$ cat config.mk
export PLATFORM = sky130hd
export DESIGN_NAME = sram_system
export DESIGN_NICKNAME = d
export VERILOG_FILES = /design/src/design/sram_pkg.sv /design/src/design/sram_req_if.sv /design/src/design/sram_system.sv /design/src/design/wb_ack_return.sv /design/src/design/sram_sequencer.sv /design/src/design/wb_request_queue.sv
export SDC_FILE = /design/constraint.sdc
export NUM_CORES = 1
export LEC_CHECK = 0
export ABC_AREA = 1
export BUFFER_PORTS_ARGS = -buffer_cell sky130_fd_sc_hd__clkbuf_2
export CAP_MARGIN = 20
export CELL_PAD_IN_SITES_DETAIL_PLACEMENT = 2
export CELL_PAD_IN_SITES_GLOBAL_PLACEMENT = 2
export CORE_ASPECT_RATIO = 1.75
export CORE_UTILIZATION = 37
export CTS_BUF_LIST = sky130_fd_sc_hd__clkbuf_16
export CTS_CLUSTER_SIZE = 28
export DETAILED_ROUTE_END_ITERATION = 8
export MAX_ROUTING_LAYER = met4
export PLACE_DENSITY = 0.77
export RECOVER_POWER = 100
export SYNTH_ARGS = -nofsm -noshare
export SYNTH_HDL_FRONTEND = slang
export SYNTH_SLANG_ARGS = --single-unit
$ cat constraint.sdc
create_clock -name clk -period 4.3 [get_ports clk]
set_input_delay 0.645 -clock clk [delete_from_list [all_inputs] [get_ports clk]]
set_output_delay 0.645 -clock clk [all_outputs]
set_load 0.02 [all_outputs]
$ cat src/design/sram_pkg.sv
package sram_pkg;

    // widths of the Wishbone side and the asynchronous SRAM side.
    localparam int WB_ADDR_WIDTH   = 32;
    localparam int WB_DATA_WIDTH   = 16;
    localparam int BYTE_WIDTH      = 8;
    localparam int WB_SEL_WIDTH    = WB_DATA_WIDTH / BYTE_WIDTH;
    localparam int SRAM_ADDR_WIDTH = 20;

    typedef logic [WB_ADDR_WIDTH-1:0]   wb_addr_t;
    typedef logic [WB_DATA_WIDTH-1:0]   wb_data_t;
    typedef logic [WB_SEL_WIDTH-1:0]    wb_sel_t;
    typedef logic [SRAM_ADDR_WIDTH-1:0] sram_addr_t;

    // word address that maps onto SRAM word 0.
    localparam wb_addr_t WINDOW_BASE = 32'h0001_0000;

    // the window covers the whole SRAM, one Wishbone word per SRAM word.
    localparam wb_addr_t WINDOW_WORDS = wb_addr_t'(1) << SRAM_ADDR_WIDTH;

    // request queue between the bus side and the sequencer.
    localparam int QUEUE_DEPTH     = 8;
    localparam int QUEUE_PTR_WIDTH = $clog2(QUEUE_DEPTH);

    typedef logic [QUEUE_PTR_WIDTH-1:0] queue_ptr_t;

    // one extra bit so that a full queue can be told from an empty one.
    typedef logic [QUEUE_PTR_WIDTH:0]   queue_count_t;

    // each request spends one cycle in setup and one in access.
    typedef enum logic [1:0] {
        SEQ_IDLE,
        SEQ_SETUP,
        SEQ_ACCESS
    } seq_state_t;

endpackage
$ cat src/design/sram_req_if.sv
interface sram_req_if;

    import sram_pkg::*;

    // head entry of the request queue, presented while valid is high.
    logic       valid;
    logic       take;
    logic       we;
    wb_sel_t    sel;
    logic       in_window;
    sram_addr_t sram_addr;
    wb_data_t   wdata;

    modport source (
        output valid,
        output we,
        output sel,
        output in_window,
        output sram_addr,
        output wdata,
        input  take
    );

    modport sink (
        input  valid,
        input  we,
        input  sel,
        input  in_window,
        input  sram_addr,
        input  wdata,
        output take
    );

endinterface

$ cat src/design/sram_system.sv
module sram_system (
    input  logic                clk,
    input  logic                i_reset,

    // Wishbone slave port.
    input  logic                i_wb_cyc,
    input  logic                i_wb_stb,
    input  logic                i_wb_we,
    input  sram_pkg::wb_sel_t    i_wb_sel,
    input  sram_pkg::wb_addr_t   i_wb_addr,
    input  sram_pkg::wb_data_t   i_wb_data,
    output logic                o_wb_stall,
    output logic                o_wb_ack,
    output sram_pkg::wb_data_t   o_wb_data,

    // asynchronous SRAM pins, data bus split by direction.
    output sram_pkg::sram_addr_t o_sram_addr,
    input  sram_pkg::wb_data_t   i_sram_dq,
    output sram_pkg::wb_data_t   o_sram_dq,
    output logic                o_sram_ce_n,
    output logic                o_sram_we_n,
    output logic                o_sram_oe_n,
    output logic                o_sram_ub_n,
    output logic                o_sram_lb_n
);

    import sram_pkg::*;

    logic     seq_done;
    wb_data_t seq_rdata;
    wb_sel_t  seq_sel;

    sram_req_if req_if ();

    wb_request_queue wb_request_queue_inst (
        .clk(clk),
        .i_reset(i_reset),
        .i_wb_cyc(i_wb_cyc),
        .i_wb_stb(i_wb_stb),
        .i_wb_we(i_wb_we),
        .i_wb_sel(i_wb_sel),
        .i_wb_addr(i_wb_addr),
        .i_wb_data(i_wb_data),
        .o_wb_stall(o_wb_stall),
        .req(req_if.source)
    );

    sram_sequencer sram_sequencer_inst (
        .clk(clk),
        .i_reset(i_reset),
        .req(req_if.sink),
        .i_sram_dq(i_sram_dq),
        .o_sram_addr(o_sram_addr),
        .o_sram_dq(o_sram_dq),
        .o_sram_ce_n(o_sram_ce_n),
        .o_sram_we_n(o_sram_we_n),
        .o_sram_oe_n(o_sram_oe_n),
        .o_sram_ub_n(o_sram_ub_n),
        .o_sram_lb_n(o_sram_lb_n),
        .o_done(seq_done),
        .o_rdata(seq_rdata),
        .o_sel(seq_sel)
    );

    wb_ack_return wb_ack_return_inst (
        .clk(clk),
        .i_reset(i_reset),
        .i_done(seq_done),
        .i_rdata(seq_rdata),
        .i_sel(seq_sel),
        .o_wb_ack(o_wb_ack),
        .o_wb_data(o_wb_data)
    );

endmodule

$ cat src/design/wb_ack_return.sv
module wb_ack_return (
    input  logic              clk,
    input  logic              i_reset,

    input  logic              i_done,
    input  sram_pkg::wb_data_t i_rdata,
    input  sram_pkg::wb_sel_t  i_sel,

    output logic              o_wb_ack,
    output sram_pkg::wb_data_t o_wb_data
);

    import sram_pkg::*;

    wb_data_t masked_data;

    // clears every byte lane the master did not select.
    function automatic wb_data_t mask_lanes(wb_data_t data, wb_sel_t sel);
        wb_data_t result;

        result = '0;
        for (int lane = 0; lane < WB_SEL_WIDTH; lane++) begin
            if (sel[lane]) begin
                result[lane*BYTE_WIDTH +: BYTE_WIDTH] = data[lane*BYTE_WIDTH +: BYTE_WIDTH];
            end
        end

        return result;
    endfunction

    assign masked_data = mask_lanes(i_rdata, i_sel);

    always_ff @(posedge clk) begin
        if (i_reset) begin
            o_wb_ack <= 1'b0;
        end else begin
            o_wb_ack <= i_done;
        end
    end

    // the last returned word stays on the bus until the next ack.
    always_ff @(posedge clk) begin
        if (i_done) begin
            o_wb_data <= masked_data;
        end
    end

endmodule

$ cat src/design/sram_sequencer.sv
module sram_sequencer (
    input  logic                clk,
    input  logic                i_reset,

    sram_req_if.sink            req,

    input  sram_pkg::wb_data_t   i_sram_dq,
    output sram_pkg::sram_addr_t o_sram_addr,
    output sram_pkg::wb_data_t   o_sram_dq,
    output logic                o_sram_ce_n,
    output logic                o_sram_we_n,
    output logic                o_sram_oe_n,
    output logic                o_sram_ub_n,
    output logic                o_sram_lb_n,

    output logic                o_done,
    output sram_pkg::wb_data_t   o_rdata,
    output sram_pkg::wb_sel_t    o_sel
);

    import sram_pkg::*;

    seq_state_t state;
    seq_state_t state_next;

    logic       we_q;
    logic       in_window_q;
    wb_sel_t    sel_q;
    logic       access_write;
    logic       access_read;

    // a new request can be taken from idle, or straight out of the access
    // phase so that back to back requests run every second cycle.
    assign req.take = req.valid && ((state == SEQ_IDLE) || (state == SEQ_ACCESS));

    assign access_write = (state == SEQ_SETUP) && in_window_q && we_q;
    assign access_read  = (state == SEQ_SETUP) && in_window_q && !we_q;

    always_comb begin
        state_next = state;

        unique case (state)
            SEQ_IDLE:   if (req.valid) state_next = SEQ_SETUP;
            SEQ_SETUP:  state_next = SEQ_ACCESS;
            SEQ_ACCESS: state_next = req.valid ? SEQ_SETUP : SEQ_IDLE;
            default:    state_next = SEQ_IDLE;
        endcase
    end

    always_ff @(posedge clk) begin
        if (i_reset) begin
            state <= SEQ_IDLE;
        end else begin
            state <= state_next;
        end
    end

    always_ff @(posedge clk) begin
        if (i_reset) begin
            o_sram_ce_n <= 1'b1;
            o_sram_we_n <= 1'b1;
            o_sram_oe_n <= 1'b1;
            o_sram_ub_n <= 1'b1;
            o_sram_lb_n <= 1'b1;
            o_done      <= 1'b0;
        end else begin
            o_done <= (state == SEQ_ACCESS);

            // out of window requests keep the chip and both lanes disabled.
            if (req.take) begin
                o_sram_ce_n <= !req.in_window;
                o_sram_ub_n <= !(req.in_window && req.sel[1]);
                o_sram_lb_n <= !(req.in_window && req.sel[0]);
            end else if (state == SEQ_ACCESS) begin
                o_sram_ce_n <= 1'b1;
                o_sram_ub_n <= 1'b1;
                o_sram_lb_n <= 1'b1;
            end

            o_sram_we_n <= !access_write;
            o_sram_oe_n <= !access_read;
        end
    end

    always_ff @(posedge clk) begin
        if (req.take) begin
            o_sram_addr <= req.sram_addr;
            o_sram_dq   <= req.wdata;
            we_q        <= req.we;
            in_window_q <= req.in_window;
            sel_q       <= req.sel;
        end

        // the read word is sampled at the end of the access phase.
        if (state == SEQ_ACCESS) begin
            o_rdata <= (in_window_q && !we_q) ? i_sram_dq : '0;
            o_sel   <= sel_q;
        end
    end

endmodule

$ cat src/design/wb_request_queue.sv
module wb_request_queue (
    input  logic              clk,
    input  logic              i_reset,

    input  logic              i_wb_cyc,
    input  logic              i_wb_stb,
    input  logic              i_wb_we,
    input  sram_pkg::wb_sel_t  i_wb_sel,
    input  sram_pkg::wb_addr_t i_wb_addr,
    input  sram_pkg::wb_data_t i_wb_data,
    output logic              o_wb_stall,

    sram_req_if.source        req
);

    import sram_pkg::*;

    logic         accept;
    logic         pop;
    logic         addr_in_window;
    sram_addr_t   addr_offset;

    queue_ptr_t   wr_ptr;
    queue_ptr_t   rd_ptr;
    queue_count_t count;

    logic         we_mem        [QUEUE_DEPTH];
    wb_sel_t      sel_mem       [QUEUE_DEPTH];
    logic         in_window_mem [QUEUE_DEPTH];
    sram_addr_t   addr_mem      [QUEUE_DEPTH];
    wb_data_t     wdata_mem     [QUEUE_DEPTH];

    assign o_wb_stall = (count == queue_count_t'(QUEUE_DEPTH));
    assign accept     = i_wb_cyc && i_wb_stb && !o_wb_stall;
    assign pop        = req.valid && req.take;

    // requests outside the window are still queued so that their ack
    // keeps its place in the response order.
    assign addr_in_window = (i_wb_addr >= WINDOW_BASE) &&
                            (i_wb_addr < (WINDOW_BASE + WINDOW_WORDS));
    assign addr_offset    = sram_addr_t'(i_wb_addr - WINDOW_BASE);

    assign req.valid     = (count != '0);
    assign req.we        = we_mem[rd_ptr];
    assign req.sel       = sel_mem[rd_ptr];
    assign req.in_window = in_window_mem[rd_ptr];
    assign req.sram_addr = addr_mem[rd_ptr];
    assign req.wdata     = wdata_mem[rd_ptr];

    always_ff @(posedge clk) begin
        if (accept) begin
            we_mem[wr_ptr]        <= i_wb_we;
            sel_mem[wr_ptr]       <= i_wb_sel;
            in_window_mem[wr_ptr] <= addr_in_window;
            addr_mem[wr_ptr]      <= addr_offset;
            wdata_mem[wr_ptr]     <= i_wb_data;
        end
    end

    // pointers wrap on their own since the depth is a power of two.
    always_ff @(posedge clk) begin
        if (i_reset) begin
            wr_ptr <= '0;
            rd_ptr <= '0;
        end else begin
            if (accept) begin
                wr_ptr <= wr_ptr + 1'b1;
            end
            if (pop) begin
                rd_ptr <= rd_ptr + 1'b1;
            end
        end
    end

    always_ff @(posedge clk) begin
        if (i_reset) begin
            count <= '0;
        end else begin
            unique case ({accept, pop})
                2'b10:   count <= count + 1'b1;
                2'b01:   count <= count - 1'b1;
                default: count <= count;
            endcase
        end
    end

endmodule

==> flow_summary.yaml <==
clock_network:
  insertion_delay_ns: 0.55
  cts_setup_buffers: 0
  tritoncts: "built"
  root_driver: "clkbuf_16"
  h-tree-depth: 2
  cts_repair_resize_count: 0
  clkSlewWorstSetupHoldPaths_ns: 0.07
  cts.sink_count: 416
  cts_hold_repair.buffers: 0
  number_of_clock_buffers_inserted_by_tritoncts: 39
  clk_path_buf_depth: 3
die:
  die_h_um: 276
  core-area_um2: 42400
  die_area_um2: 43800
  die_width_um: 159
  rows: 100
  initial_utilization_pct: 37.4
  design.portCount: 130
worst_hold_path:
  worst_hold_path.endpoint: "sram_sequencer_inst.o_rdata[6]$_SDFFCE_PN0P_"
  hold_depth: 3
  hold_path.startpoint: "i_sram_dq[6]"
  timing.hold.worst.class: "in -> reg"
setup_path:
  count_of_cells_along_the_worst_register_to_register_path: 13
  crit-reg2reg-launch: "wb_request_queue_inst.count[0]$_SDFFE_PP0P_"
  crit_end_element: "flop"
  timing.critical_path.max_delay_family: "buffers and inverters"
  crit_path_cell_trace: "nor2_1 > nand3_1 > nand2_1 > inv_1 > ha_1 > nand2_1 > inv_1 > nor2_1 > ha_1 > a21oi_1 > xnor2_1 > o21ai_0 > inv_1"
  startpoint_kind_of_the_worst_setup_timing_path: "flop"
  worst-endpoint-required_ns: 4.75
  critical_path.slowest_cell: "inv_1"
  arrival_ns: 3.91
  critPathBufInv: 3
  largest_stage_delay_worst_path_ns: 1.22
  path_depth: 13
  critPathMostFrequentCell: "inv_1"
  crit_type: "reg -> reg"
  path_max_fanout: 27
  reg2reg_to: "wb_request_queue_inst.count[2]$_SDFFE_PP0P_"
  reg2reg_slack_ns: 0.83
sta:
  layout_worst_path_cycle_share_pct: 80.6
  post-route-min-period_ns: 3.47
  tns_ns: 0
  clock_skew_ns: 0.0219
  timing.fmax_mhz: 288
  max_slew_headroom_at_the_worst_pin_pct: -27.8
  slew_viol_final: 242
  tightestPinTransition_ns: 1.90
  rsz0062_at_grt: "no"
  final_setup_violations: 0
  hold_slack_ns: 0.408
  hold_violations: 0
logic_synthesis:
  post_synth_inst_count: 1209
  synth-warning-count: 0
  synth_flop_cell: "edfxtp_1"
  synth-async-reset-ratio_pct: 0
  postSynthAreaPerCell_um2: 13.1
  number_of_enable_flip_flop_cells_after_synthesis: 394
  ys_seq_elements: 416
  syn-cell-area_um2: 15900
  synth_seq_area_share_pct: 77.3
  syn_nets: 1287
  synth_cell_types: 30
grt:
  grt_max_degree: 94
  grt_first_pass_wirelength_um: 69600
  aggregate_global_routing_overflow: 0
  vias_in_the_first_global_route: 11563
  antenna_found_initial: 0
  total_global_route_track_usage_pct: 22.1
layout:
  final_nets: 1413
  fillers: 4222
  antenna_cells_inserted: 0
  layout-drive-gt1-share_pct: 7.92
  synthToLayoutAreaGrowth_pct: 14.3
detailed_routing:
  routedWlPerCell_um: 23.8
  post-route-drc-count: 0
  antenna_violating_nets_post_route: 0
  number_of_optimization_iterations_in_the_first_detailed_route_pass: 6
  vias_per_cell: 5.25
  drt-total-wl_um: 45700
  route.vias.total: 10100
  drt_iter0_drc: 469
placement:
  gp_routability_congestion: 0.752
  hpwl_um: 26700
  buffer_ports.inserted: 129
pwr:
  power.share.clock_pct: 29.3
  worst_ir_drop_on_vdd_mv: 0.316
  total_power_mw: 11.5
  internal_power_mw: 7.57
  net-switching-power_mw: 3.96
  total_leakage_power_nw: 6.26
  comb_power_share_pct: 24.9
  power_per_cell_area_nw_per_um2: 635
  switching_share_pct: 34.4
  pwr-share-seq_pct: 45.8
job:
  drv_cap: 7
status:
  outcome: "finished with violations"
  violations: "max-capacitance violations, max-slew violations"
[metrics by stage]
| step | area, um^2 | cells | setup WS [ns] | util [%] |
|---|---|---|---|---|
| after floorplan | 15900 | 1209 | 0.235 | - |
| after global placement | 17100 | 1855 | 1.53 | 40.4 |
| after detailed placement | 17100 | 1855 | 1.38 | 40.4 |
| after CTS | 18300 | 1924 | 1.37 | 43.2 |
| after global routing | 18100 | 1924 | 0.590 | 42.8 |
| final | 18100 | 1924 | 0.834 | 42.8 |
[power groups by stage]
stage	logic, mW	clock network (mW)	registers (mW)
after floorplan	1.74	0	5.45
after global placement	2.72	0	5.35
after detailed placement	2.92	0	5.37
after CTS	2.99	3.46	5.28
after global routing	3.15	3.58	5.32
final	2.87	3.38	5.28
[flip-flops by register name, summed over array words and instances, names as in the netlist, 2 cells and up, named ones only]
register and cells:
wb_request_queue_inst.addr_mem 160, sram_sequencer_inst.o_sram_addr 20, sram_sequencer_inst.o_sram_dq 16, wb_request_queue_inst.wr_ptr 3, wb_request_queue_inst.count 4, wb_request_queue_inst.we_mem 8, wb_request_queue_inst.rd_ptr 3, sram_sequencer_inst.state 2
wb_ack_return_inst.o_wb_data 16, wb_request_queue_inst.sel_mem 16, sram_sequencer_inst.o_sel 2, wb_request_queue_inst.wdata_mem 128, sram_sequencer_inst.o_rdata 16, wb_request_queue_inst.in_window_mem 8, sram_sequencer_inst.sel_q 2
[worst reg2reg max path: stages (launching register included)]
cell     delay, ns
dfxtp_1       0.42
nor2_1        0.11
nand3_1       0.12
nand2_1       0.24
inv_1         1.22
ha_1          0.43
nand2_1       0.10
inv_1         0.06
nor2_1        0.06
ha_1          0.18
a21oi_1       0.15
xnor2_1       0.09
o21ai_0       0.14
inv_1         0.05
[layout make-up]
cell class	count	area [um^2]	share of cell area, %
inverter	64	240	1.32
timing repair buffer	147	646	3.56
clock inverter	30	220	1.21
sequential	416	12300	67.7
multi-input combinational	667	3080	17.0
tap	561	702	3.87
clock buffer	39	976	5.38
[Yosys cell counts, drive strengths merged, types with 4 or more instances]
library cell / count / area [um^2]
edfxtp: 394 / 11800
nor2: 312 / 1170
o21ai: 162 / 811
inv: 63 / 236
nand2: 58 / 218
a31oi: 37 / 231
o22ai: 37 / 231
buf: 33 / 194
clkbuf: 29 / 109
dfxtp: 22 / 440
nand3: 17 / 90.1
a21oi: 11 / 55.1
nor3: 10 / 50.1
ha: 7 / 87.6
nand4: 4 / 25.0
[worst max-delay path by stage]
stage,startpoint,end,slack (ns)
2_1_floorplan,i_wb_cyc,wb_request_queue_inst.addr_mem[1][0]$_DFFE_PP_,0.23
3_3_place_gp,wb_request_queue_inst.count[0]$_SDFFE_PP0P_,wb_request_queue_inst.count[2]$_SDFFE_PP0P_,1.53
3_5_place_dp,i_wb_cyc,wb_request_queue_inst.addr_mem[4][4]$_DFFE_PP_,1.38
4_1_cts,wb_request_queue_inst.count[0]$_SDFFE_PP0P_,wb_request_queue_inst.count[2]$_SDFFE_PP0P_,1.37
5_1_grt,wb_request_queue_inst.count[0]$_SDFFE_PP0P_,wb_request_queue_inst.count[2]$_SDFFE_PP0P_,0.59
6_report,wb_request_queue_inst.count[0]$_SDFFE_PP0P_,wb_request_queue_inst.count[2]$_SDFFE_PP0P_,0.83
[layer usage]
layer	global-route usage [%]	share of wire, %
met1	23.7	38
met2	41.1	56
met3	2.65	2.7
met4	7.42	2.8
met5	-	0
[cell usage in the layout (no fill, tap or decap), drive strengths merged]
cell type and instances:
nand3b 1, dfxtp 22, and2 1, nand4 4, o211ai 1, inv 77
bufinv 3, clkinv 13, clkbuf 177, nor2 312, nand2 58, a21oi 11
nor4 3, edfxtp 394, ha 7, xor2 3, o22ai 37, and3 1
o21ai 162, a31oi 37, buf 9, xnor2 1, nand3 17, nor3b 1
nor3 10, clkinvlp 1
[kinds of logic (layout without fill, tap and decap cells)]
family          Yosys count  after routing  synth area share, %
simple gates            408            408                 10.1
buf+inv                 126            280                 3.42
xor+xnor                  4              4                0.221
flops                   416            416                 77.3
fa+ha+maj                 7              7                0.552
compound gates          248            248                 8.42
Note: power is estimated with default switching activity, not from simulation.
